==> src/verilog/nice_pkg.sv <==
////////////////////
// nice accelerator shared definitions
// widths, custom-3 instruction codes and state encodings
////////////////////
`default_nettype none

package nice_pkg;

   // data and address width
   localparam int xlen = 32;

   typedef logic [xlen-1:0] word_t;
   typedef logic [xlen-1:0] addr_t;

   ////////////////////
   // instruction encoding
   ////////////////////

   // custom-3 major opcode, r-type only
   localparam logic [6:0] opcode_custom3 = 7'b1111011;

   // lbuf and sbuf share one funct3
   localparam logic [2:0] funct3_buf    = 3'b010;
   localparam logic [2:0] funct3_rowsum = 3'b110;

   localparam logic [6:0] funct7_lbuf   = 7'b0000001;
   localparam logic [6:0] funct7_sbuf   = 7'b0000010;
   localparam logic [6:0] funct7_rowsum = 7'b0000110;

   // operation held for the whole instruction
   typedef enum logic [1:0] {
      op_lbuf,
      op_sbuf,
      op_rowsum
   } nice_op_e;

   // controller states
   typedef enum logic [1:0] {
      st_idle,
      st_run,
      st_resp
   } ctrl_state_e;

   ////////////////////
   // memory bus
   ////////////////////
   // size code 2 means a full 32-bit word
   localparam logic [1:0] icb_size_word = 2'b10;
   // address step between row elements
   localparam int word_bytes = 4;

endpackage

`default_nettype wire

==> src/verilog/nice_buf_if.sv <==
////////////////////
// row buffer access between controller and row storage
////////////////////
`timescale 1ns/1ps
`default_nettype none

interface nice_buf_if
   import nice_pkg::*;
#(
   parameter int buf_depth = 4
) ();

   // one index bit minimum for a single-entry buffer
   localparam int idx_w = (buf_depth > 1) ? $clog2(buf_depth) : 1;

   // controller side strobes
   logic             wr_en;
   logic             acc_en;
   logic             sum_clr;
   logic [idx_w-1:0] idx;
   logic [idx_w-1:0] rd_idx;
   word_t            wdata;

   // buffer side results
   word_t            rd_data;
   word_t            sum;
   logic             acc_busy;

   modport ctrl (output wr_en, acc_en, sum_clr, idx, rd_idx, wdata,
                 input  rd_data, sum, acc_busy);

   modport buffer (input  wr_en, acc_en, sum_clr, idx, rd_idx, wdata,
                   output rd_data, sum, acc_busy);

endinterface

`default_nettype wire

==> src/verilog/nice_ctrl.sv <==
////////////////////
// nice controller
// decode, idle/run/resp FSM, memory command issue and processor response
////////////////////
`timescale 1ns/1ps
`default_nettype none

module nice_ctrl
   import nice_pkg::*;
#(
   parameter int row_len   = 3,
   parameter int buf_depth = 4
) (
   input  logic       nice_clk,
   input  logic       nice_rst_n,
   output logic       nice_active,
   output logic       nice_mem_holdup,
   input  logic       nice_req_valid,
   output logic       nice_req_ready,
   input  word_t      nice_req_inst,
   input  word_t      nice_req_rs1,
   output logic       nice_rsp_valid,
   input  logic       nice_rsp_ready,
   output word_t      nice_rsp_rdat,
   output logic       nice_rsp_err,
   output logic       nice_icb_cmd_valid,
   input  logic       nice_icb_cmd_ready,
   output addr_t      nice_icb_cmd_addr,
   output logic       nice_icb_cmd_read,
   output word_t      nice_icb_cmd_wdata,
   output logic [1:0] nice_icb_cmd_size,
   input  logic       nice_icb_rsp_valid,
   output logic       nice_icb_rsp_ready,
   input  word_t      nice_icb_rsp_rdata,
   input  logic       nice_icb_rsp_err,
   nice_buf_if.ctrl   buf_if
);

   localparam int idx_w = (buf_depth > 1) ? $clog2(buf_depth) : 1;
   // counters run 0..row_len
   localparam int cnt_w = $clog2(row_len + 1);
   localparam logic [cnt_w-1:0] cnt_end    = cnt_w'(row_len);
   localparam logic [cnt_w-1:0] cnt_end_m1 = cnt_w'(row_len - 1);

   ctrl_state_e      state;
   nice_op_e         op_r;
   nice_op_e         req_op;
   addr_t            addr_r;
   logic [cnt_w-1:0] cmd_cnt;
   logic [cnt_w-1:0] rsp_cnt;
   logic             err_r;
   logic [6:0]       opcode;
   logic [2:0]       funct3;
   logic [6:0]       funct7;
   logic             is_lbuf;
   logic             is_sbuf;
   logic             is_rowsum;
   logic             accept;
   logic             cmd_hs;
   logic             run_rsp_hs;
   logic             rsp_hs;
   logic             rsp_last;
   logic             rowsum_fin;

   ////////////////////
   // decode
   ////////////////////
   assign opcode = nice_req_inst[6:0];
   assign funct3 = nice_req_inst[14:12];
   assign funct7 = nice_req_inst[31:25];

   assign is_lbuf   = (opcode == opcode_custom3) && (funct3 == funct3_buf)
                      && (funct7 == funct7_lbuf);
   assign is_sbuf   = (opcode == opcode_custom3) && (funct3 == funct3_buf)
                      && (funct7 == funct7_sbuf);
   assign is_rowsum = (opcode == opcode_custom3) && (funct3 == funct3_rowsum)
                      && (funct7 == funct7_rowsum);

   always_comb begin
      if (is_lbuf) begin
         req_op = op_lbuf;
      end else if (is_sbuf) begin
         req_op = op_sbuf;
      end else begin
         req_op = op_rowsum;
      end
   end

   // handshakes
   assign accept     = nice_req_valid && nice_req_ready && (is_lbuf || is_sbuf || is_rowsum);
   assign cmd_hs     = nice_icb_cmd_valid && nice_icb_cmd_ready;
   assign run_rsp_hs = (state == st_run) && nice_icb_rsp_valid && nice_icb_rsp_ready;
   assign rsp_hs     = nice_rsp_valid && nice_rsp_ready;
   assign rsp_last   = run_rsp_hs && (rsp_cnt == cnt_end_m1);
   // last rowsum word sits in the receive register and is added on this edge
   assign rowsum_fin = (rsp_cnt == cnt_end) && buf_if.acc_busy;

   ////////////////////
   // FSM and counters
   ////////////////////
   always_ff @(posedge nice_clk or negedge nice_rst_n) begin
      if (!nice_rst_n) begin
         state   <= st_idle;
         op_r    <= op_lbuf;
         cmd_cnt <= '0;
         rsp_cnt <= '0;
         err_r   <= 1'b0;
      end else begin
         case (state)
            st_idle: begin
               if (accept) begin
                  state   <= st_run;
                  op_r    <= req_op;
                  cmd_cnt <= '0;
                  rsp_cnt <= '0;
                  err_r   <= 1'b0;
               end
            end
            st_run: begin
               if (cmd_hs) begin
                  cmd_cnt <= cmd_cnt + 1'b1;
               end
               if (run_rsp_hs) begin
                  rsp_cnt <= rsp_cnt + 1'b1;
               end
               // error stays set until the next instruction
               if (run_rsp_hs && nice_icb_rsp_err) begin
                  err_r <= 1'b1;
               end
               if ((op_r != op_rowsum) ? rsp_last : rowsum_fin) begin
                  state <= st_resp;
               end
            end
            st_resp: begin
               if (rsp_hs) begin
                  state <= st_idle;
               end
            end
            default: state <= st_idle;
         endcase
      end
   end

   // next command address, loaded with rs1 and stepped per command
   always_ff @(posedge nice_clk) begin
      if (accept) begin
         addr_r <= nice_req_rs1;
      end else if (cmd_hs) begin
         addr_r <= addr_r + addr_t'(word_bytes);
      end
   end

   ////////////////////
   // outputs
   ////////////////////
   assign nice_req_ready     = (state == st_idle);
   assign nice_active        = (state != st_idle) || nice_req_valid;
   assign nice_mem_holdup    = (state == st_run);

   assign nice_icb_cmd_valid = (state == st_run) && (cmd_cnt != cnt_end);
   assign nice_icb_cmd_addr  = addr_r;
   assign nice_icb_cmd_read  = (op_r != op_sbuf);
   assign nice_icb_cmd_wdata = buf_if.rd_data;
   assign nice_icb_cmd_size  = icb_size_word;
   assign nice_icb_rsp_ready = 1'b1;

   assign nice_rsp_valid = (state == st_resp);
   assign nice_rsp_rdat  = (op_r == op_rowsum) ? buf_if.sum : '0;
   assign nice_rsp_err   = err_r;

   // row buffer strobes, indexed by response order
   assign buf_if.wr_en   = run_rsp_hs && (op_r == op_lbuf);
   assign buf_if.acc_en  = run_rsp_hs && (op_r == op_rowsum);
   assign buf_if.sum_clr = accept && (req_op == op_rowsum);
   assign buf_if.idx     = idx_w'(rsp_cnt);
   assign buf_if.rd_idx  = idx_w'(cmd_cnt);
   assign buf_if.wdata   = nice_icb_rsp_rdata;

   // command held under back-pressure, including the stored sbuf word
   assert property (@(posedge nice_clk) disable iff (!nice_rst_n)
      nice_icb_cmd_valid && !nice_icb_cmd_ready |=> nice_icb_cmd_valid
      && $stable(nice_icb_cmd_addr) && $stable(nice_icb_cmd_read)
      && $stable(nice_icb_cmd_wdata));

   // response stays up with the same data until taken
   assert property (@(posedge nice_clk) disable iff (!nice_rst_n)
      nice_rsp_valid && !nice_rsp_ready |=> nice_rsp_valid
      && $stable(nice_rsp_rdat) && $stable(nice_rsp_err));

endmodule

`default_nettype wire

==> src/verilog/nice_row_buf.sv <==
////////////////////
// nice row buffer
// row storage, rowsum receive register, accumulate and scalar sum
////////////////////
`timescale 1ns/1ps
`default_nettype none

module nice_row_buf
   import nice_pkg::*;
#(
   parameter int row_len   = 3,
   parameter int buf_depth = 4
) (
   input  logic       nice_clk,
   input  logic       nice_rst_n,
   nice_buf_if.buffer buf_if
);

   localparam int idx_w = (buf_depth > 1) ? $clog2(buf_depth) : 1;

   word_t            rows [buf_depth];
   logic             rcv_valid;
   word_t            rcv_data;
   logic [idx_w-1:0] rcv_idx;
   word_t            sum_r;

   // a row has to fit in the buffer
   if (buf_depth < row_len) begin : g_depth_check
      $error("nice_row_buf: buf_depth smaller than row_len");
   end

   ////////////////////
   // receive register
   ////////////////////
   // rowsum word and its index wait here one cycle before the add
   always_ff @(posedge nice_clk or negedge nice_rst_n) begin
      if (!nice_rst_n) begin
         rcv_valid <= 1'b0;
      end else begin
         rcv_valid <= buf_if.acc_en;
      end
   end

   always_ff @(posedge nice_clk) begin
      if (buf_if.acc_en) begin
         rcv_data <= buf_if.wdata;
         rcv_idx  <= buf_if.idx;
      end
   end

   ////////////////////
   // row storage
   ////////////////////
   // lbuf writes straight from the bus
   // rowsum adds the waiting word into its entry
   always_ff @(posedge nice_clk) begin
      if (buf_if.wr_en) begin
         rows[buf_if.idx] <= buf_if.wdata;
      end else if (rcv_valid) begin
         rows[rcv_idx] <= rows[rcv_idx] + rcv_data;
      end
   end

   // scalar sum is cleared when a rowsum is accepted
   always_ff @(posedge nice_clk or negedge nice_rst_n) begin
      if (!nice_rst_n) begin
         sum_r <= '0;
      end else if (buf_if.sum_clr) begin
         sum_r <= '0;
      end else if (rcv_valid) begin
         sum_r <= sum_r + rcv_data;
      end
   end

   assign buf_if.rd_data  = rows[buf_if.rd_idx];
   assign buf_if.sum      = sum_r;
   assign buf_if.acc_busy = rcv_valid;

   // strobed words always belong to the current row
   assert property (@(posedge nice_clk) disable iff (!nice_rst_n)
      (buf_if.wr_en || buf_if.acc_en) |-> (int'(buf_if.idx) < row_len));

endmodule

`default_nettype wire

==> src/verilog/nice_core.sv <==
////////////////////
// nice core top level
// custom-3 row buffer accelerator
////////////////////
`timescale 1ns/1ps
`default_nettype none

module nice_core
   import nice_pkg::*;
#(
   parameter int row_len   = 3,
   parameter int buf_depth = 4
) (
   input  logic       nice_clk,
   input  logic       nice_rst_n,
   output logic       nice_active,
   output logic       nice_mem_holdup,
   // processor request
   input  logic       nice_req_valid,
   output logic       nice_req_ready,
   input  word_t      nice_req_inst,
   input  word_t      nice_req_rs1,
   // rs2 kept for port compatibility, no instruction reads it
   input  word_t      nice_req_rs2,
   // processor response
   output logic       nice_rsp_valid,
   input  logic       nice_rsp_ready,
   output word_t      nice_rsp_rdat,
   output logic       nice_rsp_err,
   // memory command
   output logic       nice_icb_cmd_valid,
   input  logic       nice_icb_cmd_ready,
   output addr_t      nice_icb_cmd_addr,
   output logic       nice_icb_cmd_read,
   output word_t      nice_icb_cmd_wdata,
   output logic [1:0] nice_icb_cmd_size,
   // memory response
   input  logic       nice_icb_rsp_valid,
   output logic       nice_icb_rsp_ready,
   input  word_t      nice_icb_rsp_rdata,
   input  logic       nice_icb_rsp_err
);

   nice_buf_if #(.buf_depth(buf_depth)) i_buf_if ();

   // controller owns both buses and the FSM
   nice_ctrl #(
      .row_len   (row_len),
      .buf_depth (buf_depth)
   ) i_ctrl (
      .nice_clk           (nice_clk),
      .nice_rst_n         (nice_rst_n),
      .nice_active        (nice_active),
      .nice_mem_holdup    (nice_mem_holdup),
      .nice_req_valid     (nice_req_valid),
      .nice_req_ready     (nice_req_ready),
      .nice_req_inst      (nice_req_inst),
      .nice_req_rs1       (nice_req_rs1),
      .nice_rsp_valid     (nice_rsp_valid),
      .nice_rsp_ready     (nice_rsp_ready),
      .nice_rsp_rdat      (nice_rsp_rdat),
      .nice_rsp_err       (nice_rsp_err),
      .nice_icb_cmd_valid (nice_icb_cmd_valid),
      .nice_icb_cmd_ready (nice_icb_cmd_ready),
      .nice_icb_cmd_addr  (nice_icb_cmd_addr),
      .nice_icb_cmd_read  (nice_icb_cmd_read),
      .nice_icb_cmd_wdata (nice_icb_cmd_wdata),
      .nice_icb_cmd_size  (nice_icb_cmd_size),
      .nice_icb_rsp_valid (nice_icb_rsp_valid),
      .nice_icb_rsp_ready (nice_icb_rsp_ready),
      .nice_icb_rsp_rdata (nice_icb_rsp_rdata),
      .nice_icb_rsp_err   (nice_icb_rsp_err),
      .buf_if             (i_buf_if.ctrl)
   );

   // row storage and rowsum datapath
   nice_row_buf #(
      .row_len   (row_len),
      .buf_depth (buf_depth)
   ) i_row_buf (
      .nice_clk   (nice_clk),
      .nice_rst_n (nice_rst_n),
      .buf_if     (i_buf_if.buffer)
   );

endmodule

`default_nettype wire

==> config.mk <==
export PLATFORM = sky130hd
export DESIGN_NAME = nice_core
export DESIGN_NICKNAME = d
export VERILOG_FILES = /design/src/verilog/nice_pkg.sv /design/src/verilog/nice_buf_if.sv /design/src/verilog/nice_ctrl.sv /design/src/verilog/nice_row_buf.sv /design/src/verilog/nice_core.sv
export SDC_FILE = /design/constraint.sdc
export NUM_CORES = 1
export LEC_CHECK = 0
export BUFFER_PORTS_ARGS = -buffer_cell sky130_fd_sc_hd__buf_4
export CORE_ASPECT_RATIO = 1.4
export CORE_MARGIN = 4
export CORE_UTILIZATION = 57
export DETAILED_ROUTE_END_ITERATION = 12
export PLACE_DENSITY = 0.81
export SETUP_SLACK_MARGIN = 0.4
export SLEW_MARGIN = 20
export SYNTH_ARGS = -nofsm -noshare
export SYNTH_HDL_FRONTEND = slang
export SYNTH_HIERARCHICAL = 1
export SYNTH_SLANG_ARGS = --single-unit
export TNS_END_PERCENT = 5
==> constraint.sdc <==
create_clock -name nice_clk -period 5.7 [get_ports nice_clk]
set_clock_uncertainty 0.2 [all_clocks]
set_input_delay 1.71 -clock nice_clk [delete_from_list [all_inputs] [get_ports nice_clk]]
set_output_delay 1.71 -clock nice_clk [all_outputs]
set_load 0.02 [all_outputs]
==> flow_summary.ini, run 1 <==
[status]
status = finished, final reports clean

[floorplanning]
start_util = 0.580
die_area_um2 = 27800
core-area_um2 = 24800
rows = 68
die_width_um = 142
io_pins = 241
fp.dieH_um = 196

[timing]
period_needed_ns = 4.72
max_slew_margin = 0.354
period_share = 0.829
rsz0062_at_grt = no
worst_pin_slew_ns = 0.969
finalWorstSetupSlack_ns = 0.977
finalSetupViolCount = 0
finalMaxSlewViolations = 0
fmax_mhz = 212
fin_setup_tns_ns = 0
hold_viol_final = 0

[synthesis]
netlist_area_um2 = 14400
netlist_instances = 1216
synth_top_area_frac = 0.406
synth_cell_types = 72
ys_seq_elements = 238
synth.area.top_cells = edfxtp_1 41%, mux4_2 10%, dfrtp_1 7.3%
syn_avg_cell_area_um2 = 11.8
synth_edf_count = 194
synth_ff_type = edfxtp_1
async_flop_share = 0.176
synth_warnings = 6
synth_seq_area_share = 0.482
yosys.area.top_type = edfxtp_1

[cells_and_area]
final_cell_mix = 209 x buf_4, 194 x edfxtp_1, 101 x nand2_1
diodes = 0
layout.nets = 1540
drive_gt1_frac = 0.249
area_growth_pct = 14.6
layout.cells.most_common = buf_4
final_util = 0.665
postLayoutCellArea_um2 = 16500

[setup_path]
cp_max_fo = 20
rrSetupSlack_ns = 0.98
end_kind = flip-flop
crit_family = compound AO/OA/AOI/OAI gates
crit_path_cell_trace = buf_4, buf_4, mux4_2, ha_1, a21o_1, a21o_1, a211oi_1, o21ai_0, a2111oi_0, o31ai_1, xnor2_1, o21ai_0
critical-path-max-stage-delay_ns = 0.71
crit_arrival_ns = 4.82
crit_path_start_kind = flip-flop
r2r_cells = 12
required_ns = 5.79
cpMaxStageDelayCell = a2111oi_0
worstReg2RegEnd = i_row_buf/rows[3][28]
critical_path_class = reg -> reg
critPathBufInv = 2

[detailed_routing]
vias = 10100
wl_per_cell_um = 21.0
drt_iter0_markers = 531
drcViolationCount = 0
dr.pass1.iters = 5
wl_um = 35100
vias_per_cell = 6.07
drtAntennaViolNets = 0

[hold_path]
min_path_type = reg -> reg
min_to = i_ctrl/nice_rsp_err
holdPathStages = 1
hp-start = i_ctrl/nice_rsp_err

[global_routing]
grt_pass1_wl_um = 54500
grt-ovfl-total = 0
antenna_found_initial = 0
grt_max_degree = 63
grt_usage = 0.247
grt_pass1_vias = 10500

[cts]
cts.sinks = 238
cts.path.max_buffers = 3
clock_latency_ns = 0.52
cts_resized = 0
cts_root_buffer = clkbuf_16
cts_hold_buf = 0
htreeDepth = 1
cts_buffers = 24
clk_pin_slew_ns = 0.07
cts_tree = built
post-cts-setup-buffer-count = 0

[power_and_ir_drop]
p_per_area_nw_per_um2 = 213
vdd_drop_max_v = 0.000230
total_power_uw = 3510
leakage_uw = 0.00638

[placed_design]
portBuffers = 190
routabilityCongestion = 0.886
hpwl_um = 25800
dpl_cell_area_um2 = 15700
dp_slack_ns = 1.05

[flow_run]
maxCapViolCount = 0
registers in the layout, summed over array words and instances (netlist names), named ones only:
signal	count
i_ctrl/op_r	2
i_row_buf/rcv_data	32
i_row_buf/rcv_idx	2
i_ctrl/state	2
i_ctrl/buf_if.rd_idx	2
i_ctrl/nice_rsp_err	1
i_ctrl/buf_if.idx	2
i_row_buf/buf_if.acc_busy	1
i_row_buf/rows	128
i_ctrl/nice_icb_cmd_addr	32
i_row_buf/buf_if.sum	32
worst max path at each step:
stage	from	to	slack [ns]	depth (start not counted)
3_5_place_dp	flip-flop	i_row_buf/rows[2][28]	1.05	12
3_3_place_gp	flip-flop	i_row_buf/rows[0][28]	1.12	12
6_report	flip-flop	i_row_buf/rows[3][28]	0.98	12
4_1_cts	flip-flop	i_row_buf/rows[2][28]	1.00	12
2_1_floorplan	nice_icb_rsp_valid	i_row_buf/rows[2][0]	0.51	4
5_1_grt	flip-flop	i_row_buf/rows[3][28]	0.55	12
final cells by class:
cell class                      count  area [um2]
Fill cell                        1823        8300
Clock buffer                       33         686
Tap cell                          315         394
Timing Repair Buffer              209        1570
Sequential cell                   238        6920
Clock inverter                     11        81.3
Multi-Input combinational cell    845        6740
Inverter                           19        71.3
cell usage after synthesis (3+ instances only):
library cell,number
edfxtp_1,194
nand2_1,101
nor2_1,91
a21oi_1,76
buf_4,67
ha_1,66
o21ai_0,65
mux4_2,64
xnor2_1,49
dfrtp_1,42
and2_1,39
clkbuf_1,34
xor2_1,34
a21o_1,33
nand3_1,28
mux2i_1,20
inv_1,19
nor3_1,16
nand4_1,14
nand2b_1,12
o31ai_1,12
a211oi_1,11
and3_1,10
buf_1,10
a31oi_1,9
o21bai_1,8
nor4_4,6
nor2b_1,5
o21a_1,5
or3_1,5
nand3b_1,4
nor4_1,4
o211ai_1,4
a211o_1,3
nand4b_1,3
o21ai_1,3
or4_1,3
per-stage QoR:
step	cells	hold slack (ns)
4_1_cts	1670	0.302
6_report	1670	0.294
3_3_place_gp	1626	0.279
3_5_place_dp	1626	0.287
5_1_grt	1670	0.338
2_1_floorplan	1217	0.270
layer usage:
layer	up-vias	share of wire	GRT usage
met5	-	0	0
met2	334	0.53	0.454
li1	4747	-	-
met4	0	0.039	0.0942
met1	4970	0.37	0.293
met3	79	0.059	0.0280
kinds of logic after synthesis:
family / count (synthesis) / synth area share
fa+ha+maj: 68 / 0.0603
simple gates: 354 / 0.128
compound gates: 250 / 0.108
xor+xnor: 83 / 0.0506
mux: 87 / 0.117
other cells: 2 / 0.000523
flops: 238 / 0.482
buf+inv: 134 / 0.0537
power by group:
| part | total, uW | switching (uW) | internal [uW] |
|---|---|---|---|
| combinational | 96.1 | 45.2 | 50.9 |
| clock | 1530 | 648 | 886 |
| sequential | 1880 | 1.52 | 1880 |
| total | 3510 | 695 | 2810 |
(Power assumes the default switching activity.)
==> run 2, diff against run 1 <==
--- a/config.mk
+++ b/config.mk
@@ -5,12 +5,13 @@
 export SDC_FILE = /design/constraint.sdc
 export NUM_CORES = 1
 export LEC_CHECK = 0
+export ABC_AREA = 1
 export BUFFER_PORTS_ARGS = -buffer_cell sky130_fd_sc_hd__buf_4
 export CORE_ASPECT_RATIO = 1.4
 export CORE_MARGIN = 4
-export CORE_UTILIZATION = 57
+export CORE_UTILIZATION = 53
 export DETAILED_ROUTE_END_ITERATION = 12
-export PLACE_DENSITY = 0.81
+export PLACE_DENSITY = 0.78
 export SETUP_SLACK_MARGIN = 0.4
 export SLEW_MARGIN = 20
 export SYNTH_ARGS = -nofsm -noshare
==> constraint.sdc (replaced) <==
create_clock -name nice_clk -period 4.2 [get_ports nice_clk]
set_clock_uncertainty 0.2 [all_clocks]
set_input_delay 1.26 -clock nice_clk [delete_from_list [all_inputs] [get_ports nice_clk]]
set_output_delay 1.26 -clock nice_clk [all_outputs]
set_load 0.02 [all_outputs]
==> run 2 against run 1 <==
  * Die area rose by 24%
  * Sequential power is 36% higher
  * Design area increased by 14%
  * Synthesized cell count increased by 90%
  * Routed wire length increased by 38%
  * Synthesized area grew 16%
  * Critical endpoint is now nice_icb_cmd_wdata[10]
  * Highest routed layer unchanged
==> flow_summary.ini, run 2 <==
[cells_and_area]
top_register = i_row_buf/rows
area_growth_pct = 12.9
diodes = 0
largest_reg_flops = 128
layout.cells.most_common = nand2_1
drive_gt1_frac = 0.128
final_cell_mix = 750 x nand2_1, 309 x inv_1, 295 x nor2_1
fill_cells = 2695
layout.nets = 2631

[floorplanning]
fp.dieH_um = 218
io_pins = 241
die_area_um2 = 34400
start_util = 0.540
core-area_um2 = 30900
die_width_um = 158
rows = 76

[timing]
fin_setup_tns_ns = 0
max_slew_margin = 0.449
hold_viol_final = 0
fmax_mhz = 276
finalMaxSlewViolations = 0
rsz0062_at_grt = no
finalSetupViolCount = 0
worst_pin_slew_ns = 0.824
period_needed_ns = 3.62
period_share = 0.863

[cts]
cts_root_buffer = clkbuf_16
cts.sinks = 238
clk_pin_slew_ns = 0.06
clock_latency_ns = 0.54
cts_buffers = 25
htreeDepth = 1
cts_tree = built
cts_hold_buf = 0
cts.path.max_buffers = 3

[placed_design]
portBuffers = 190
routabilityCongestion = 0.955
hpwl_um = 36300

[global_routing]
grt_pass1_wl_um = 74900
grt_pass1_vias = 15400
grt-ovfl-total = 0
grt_usage = 0.274
grt_max_degree = 68
antenna_found_initial = 0

[power_and_ir_drop]
leakage_uw = 0.00915
total_power_uw = 4710
vdd_drop_max_v = 0.000321
p_per_area_nw_per_um2 = 250

[synthesis]
synth_cell_types = 43
ys_seq_elements = 238
synth.area.top_cells = edfxtp_1 35%, nand2_1 17%, inv_1 7.0%
synth_warnings = 6
netlist_instances = 2312
yosysMostFrequentCell = nand2_1
syn_avg_cell_area_um2 = 7.22
yosys.area.top_type = edfxtp_1
synthTopCellsByCount = 750 x nand2_1, 309 x inv_1, 301 x nor2_1
synth_edf_count = 194
synth_seq_area_share = 0.415
async_flop_share = 0.176
synth_top_area_frac = 0.349
synth_ff_type = edfxtp_1
netlist_area_um2 = 16700

[setup_path]
critical-path-max-stage-delay_ns = 0.41
worstReg2RegEnd = i_row_buf/rows[1][8]
crit_path_cell_trace = clkinv_1, buf_4, o21ai_0, o22ai_1, buf_4
r2r_cells = 10
crit_arrival_ns = 2.16
crit_path_start_kind = flip-flop
cp_common_cell = buf_4
cpMaxStageDelayCell = dfrtp_2
rrSetupSlack_ns = 0.72
end_kind = output pin
cp_max_fo = 22
critical_path_class = reg -> out
required_ns = 2.74

[detailed_routing]
wl_um = 48500
dr.pass1.iters = 5
drcViolationCount = 0
vias = 15700
drt_iter0_markers = 1049
drtAntennaViolNets = 0
wl_per_cell_um = 17.1
vias_per_cell = 5.54

[hold_path]
min_to = i_ctrl/nice_rsp_err
holdPathStages = 2
min_path_type = reg -> reg
hp-start = i_ctrl/nice_rsp_err

[flow_run]
maxCapViolCount = 0

[status]
status = finished, final reports clean
==> run 2: cell count changes after synthesis, sizes merged, moves of 18 or more <==
cell / change
nand3b: +18
xor2: -24
nand2: +669
a21oi: -25
inv: +293
and2: -35
o22ai: +62
xnor2: -29
mux4: -64
a21o: -29
o21ai: +92
nor2: +223
nand3: +76
mux2i: -20
==> run 2: worst max-delay path by stage <==
| stage | start | to | depth (start not counted) |
|---|---|---|---|
| final | i_ctrl/buf_if.rd_idx[0] | nice_icb_cmd_wdata[10] | 5 |
| after global routing | i_ctrl/buf_if.rd_idx[0] | nice_icb_cmd_wdata[10] | 5 |
| after CTS | i_ctrl/buf_if.rd_idx[0] | nice_icb_cmd_wdata[25] | 4 |
| after detailed placement | nice_icb_rsp_valid | i_row_buf/rows[1][30] | 9 |
| after global placement | nice_icb_rsp_valid | i_row_buf/rows[0][31] | 9 |
| after floorplan | nice_icb_rsp_valid | i_row_buf/rows[1][0] | 7 |
==> run 2: critical path, delay by kind of cell, from the launching register on <==
kind / cells / cell delay (ns)
AO/OA/AOI/OAI: 2 / 0.45
buffers and inverters: 3 / 0.77
flip-flops: 1 / 0.41
==> run 2: metal layers <==
metal / wire [um] / global-route usage / vias to the layer above
met1: 17300 / 0.301 / 7198
met4: 2750 / 0.152 / 0
met5: 0 / 0 / -
met3: 4030 / 0.0486 / 164
li1: - / - / 7571
met2: 24400 / 0.494 / 749
==> run 2: final cells by class <==
cell class | count | area [um2] | area share
flip-flops and latches | 238 | 6920 | 0.367
inverters | 314 | 1180 | 0.0628
well taps | 390 | 488 | 0.0259
multi-input cells | 1634 | 7850 | 0.416
clock inverters | 11 | 63.8 | 0.00339
clock buffers | 31 | 658 | 0.0349
repair buffers | 215 | 1680 | 0.0892
==> run 2: power by group <==
| group | total (uW) | leakage (uW) | switching (uW) | internal (uW) |
|---|---|---|---|---|
| Combinational | 138 | 0.00646 | 72.9 | 65.2 |
| Clock | 2030 | 0.000350 | 922 | 1110 |
| Sequential | 2550 | 0.00234 | 0.446 | 2550 |
==> run 2: stage by stage <==
stage,cell area [um2],setup WS [ns],util,instances,hold WS [ns]
final,18800,0.576,0.610,2833,0.299
after global placement,18100,0.686,0.586,2791,0.259
after global routing,18800,0.436,0.610,2833,0.329
after floorplan,16700,0.115,-,2313,0.272
after CTS,18800,0.442,0.609,2833,0.314
after detailed placement,18100,0.606,0.586,2791,0.296
==> run 2: kinds of logic (layout without fill, tap and decap cells) <==
logic type / count (synthesis) / in the layout / synth area share
xor gates and xnor gates: 30 / 30 / 0.0158
muxes: 1 / 1 / 0.000675
AOI/OAI and AO/OA: 288 / 288 / 0.0934
other: 2 / 3 / 0.000450
and+or+nand+nor: 1244 / 1244 / 0.307
adders and majority gates: 68 / 68 / 0.0519
DFF: 238 / 238 / 0.415
buffers and inverters: 441 / 571 / 0.116
==> run 2: timing repair <==
| action | 4_1_cts | 5_1_grt |
|---|---|---|
| buffers inserted | 0 | 0 |
| gates resized for setup | 0 | 1 |
| endpoints found under the setup margin | 0 | 3 |
==> run 3, diff against run 2 <==
--- a/config.mk
+++ b/config.mk
@@ -11,7 +11,7 @@
 export CORE_MARGIN = 4
 export CORE_UTILIZATION = 53
 export DETAILED_ROUTE_END_ITERATION = 12
-export PLACE_DENSITY = 0.78
+export PLACE_DENSITY_LB_ADDON = 0.2
 export SETUP_SLACK_MARGIN = 0.4
 export SLEW_MARGIN = 20
 export SYNTH_ARGS = -nofsm -noshare
==> run 3 against run 2 <==
  * Cell count is 0.11% higher
  * Critical path depth down 1
  * Worst hold slack worse by 0.0070 ns
  * Sequential cell count stayed put
  * First-iteration DRC count grew 9.8%
  * Sequential share of layout area shrank 0.23 points
  * Power rose by 4.9%
  * Routed wire length is 1.7% higher
  * Combinational power is essentially flat
  * Design area up 0.63%
  * Critical path type unchanged
==> flow_summary.ini, run 3 (synthesis results as in run 2) <==
[detailed_routing]
dr.pass1.iters = 6
drtAntennaViolNets = 0
vias = 15400
vias_per_cell = 5.44
drcViolationCount = 0
wl_per_cell_um = 17.4
drt_iter0_markers = 1152
wl_um = 49300

[setup_path]
crit_arrival_ns = 2.32
critical_path_class = reg -> out
required_ns = 2.74
cp_max_fo = 67
end_kind = output pin
crit_path_start_kind = flip-flop
r2r_cells = 15
rrSetupSlack_ns = 0.72
worstReg2RegEnd = i_row_buf/rows[1][28]

[cts]
clock_latency_ns = 0.55
cts.sinks = 238
cts_buffers = 25
htreeDepth = 1
cts_hold_buf = 0
cts.path.max_buffers = 3
cts_tree = built
post-cts-setup-buffer-count = 0
cts_root_buffer = clkbuf_16
clk_pin_slew_ns = 0.06

[cells_and_area]
layout.nets = 2631
largest_reg_flops = 128
final_util = 0.613
area_growth_pct = 13.6
final_cell_mix = 750 x nand2_1, 309 x inv_1, 295 x nor2_1
layout.cells.most_common = nand2_1
diodes = 0
top_register = i_row_buf/rows
drive_gt1_frac = 0.131

[timing]
finalSetupViolCount = 0
finalMaxSlewViolations = 0
max_slew_margin = 0.458
fin_setup_tns_ns = 0
rsz0062_at_grt = yes
period_share = 0.899
worst_pin_slew_ns = 0.813
fmax_mhz = 265
hold_viol_final = 0
period_needed_ns = 3.78

[floorplanning]
core-area_um2 = 30900
fp.dieH_um = 218
io_pins = 241
rows = 76
start_util = 0.540
die_area_um2 = 34400
die_width_um = 158

[global_routing]
grt_max_degree = 68
antenna_found_initial = 0
grt_pass1_wl_um = 75100
grt_usage = 0.279
grt_pass1_vias = 15100
grt-ovfl-total = 0

[placed_design]
hpwl_um = 37300
portBuffers = 190
routabilityCongestion = 0.982

[power_and_ir_drop]
total_power_uw = 4950
p_per_area_nw_per_um2 = 261
vdd_drop_max_v = 0.000268
leakage_uw = 0.00919

[flow_run]
maxCapViolCount = 0

[status]
status = finished, final reports clean

[hold_path]
hp-start = i_ctrl/nice_rsp_err
holdPathStages = 2
min_to = i_ctrl/nice_rsp_err
min_path_type = reg -> reg
-- run 3: changes by cell type in the layout (fill, tap and decap cells not counted), moves of 2 or more --
cell,change
bufinv_16,+3
clkbuf_1,-2
clkinv_1,-3
clkinv_2,-2
clkinvlp_4,+4
inv_6,+3
-- run 3: layer usage --
| layer | up-vias | global-route usage | wire length (um) |
|---|---|---|---|
| met5 | - | 0 | 0 |
| met4 | 0 | 0.152 | 2850 |
| met3 | 167 | 0.0443 | 3570 |
| met2 | 617 | 0.506 | 25200 |
| met1 | 7053 | 0.309 | 17700 |
| li1 | 7585 | - | - |
-- run 3: area by class of cell --
class | instances | area, um2
clock buffer | 28 | 637
inverter | 314 | 1190
tap | 390 | 488
multi-input combinational | 1634 | 7850
clock inverter | 17 | 193
fill | 2782 | 11900
sequential | 238 | 6920
timing repair buffer | 215 | 1690
-- run 3: stage by stage --
| step | hold WS (ns) | worst slack (ns) | instances | cell area, um2 |
|---|---|---|---|---|
| final | 0.292 | 0.423 | 2836 | 19000 |
| after global routing | 0.317 | 0.344 | 2836 | 19000 |
| after CTS | 0.300 | 0.443 | 2836 | 19000 |
| after detailed placement | 0.285 | 0.529 | 2791 | 18100 |
| after global placement | 0.260 | 0.556 | 2791 | 18100 |
| after floorplan | 0.272 | 0.115 | 2313 | 16700 |
-- run 3: worst max path at each step --
| stage | startpoint | depth (start not counted) | end | slack (ns) |
|---|---|---|---|---|
| floorplan | nice_icb_rsp_valid | 7 | i_row_buf/rows[1][0] | 0.12 |
| global placement | nice_req_inst[14] | 14 | i_row_buf/buf_if.sum[5] | 0.56 |
| detailed placement | nice_req_inst[2] | 15 | i_row_buf/buf_if.sum[16] | 0.53 |
| CTS | i_ctrl/buf_if.rd_idx[1] | 5 | nice_icb_cmd_wdata[8] | 0.44 |
| global route | i_ctrl/buf_if.rd_idx[0] | 4 | nice_icb_cmd_wdata[20] | 0.34 |
| finish | i_ctrl/buf_if.rd_idx[0] | 4 | nice_icb_cmd_wdata[13] | 0.42 |
-- run 3: power breakdown --
group	total, uW	switching, uW	internal (uW)
Clock	2260	970	1290
Combinational	137	72.3	65.1
Sequential	2550	0.437	2550
-- run 3: what timing repair did --
| action | in CTS | in global routing |
|---|---|---|
| resized for setup | 1 | 1 |
| hold endpoints to repair | 0 | 0 |
| endpoints found under the setup margin | 32 | 4 |
-- run 3: critical path, cell delays in order, from the launching register on --
cell	delay [ns]
dfrtp_2	0.38
buf_4	0.57
o21ai_0	0.21
o22ai_1	0.36
buf_4	0.22
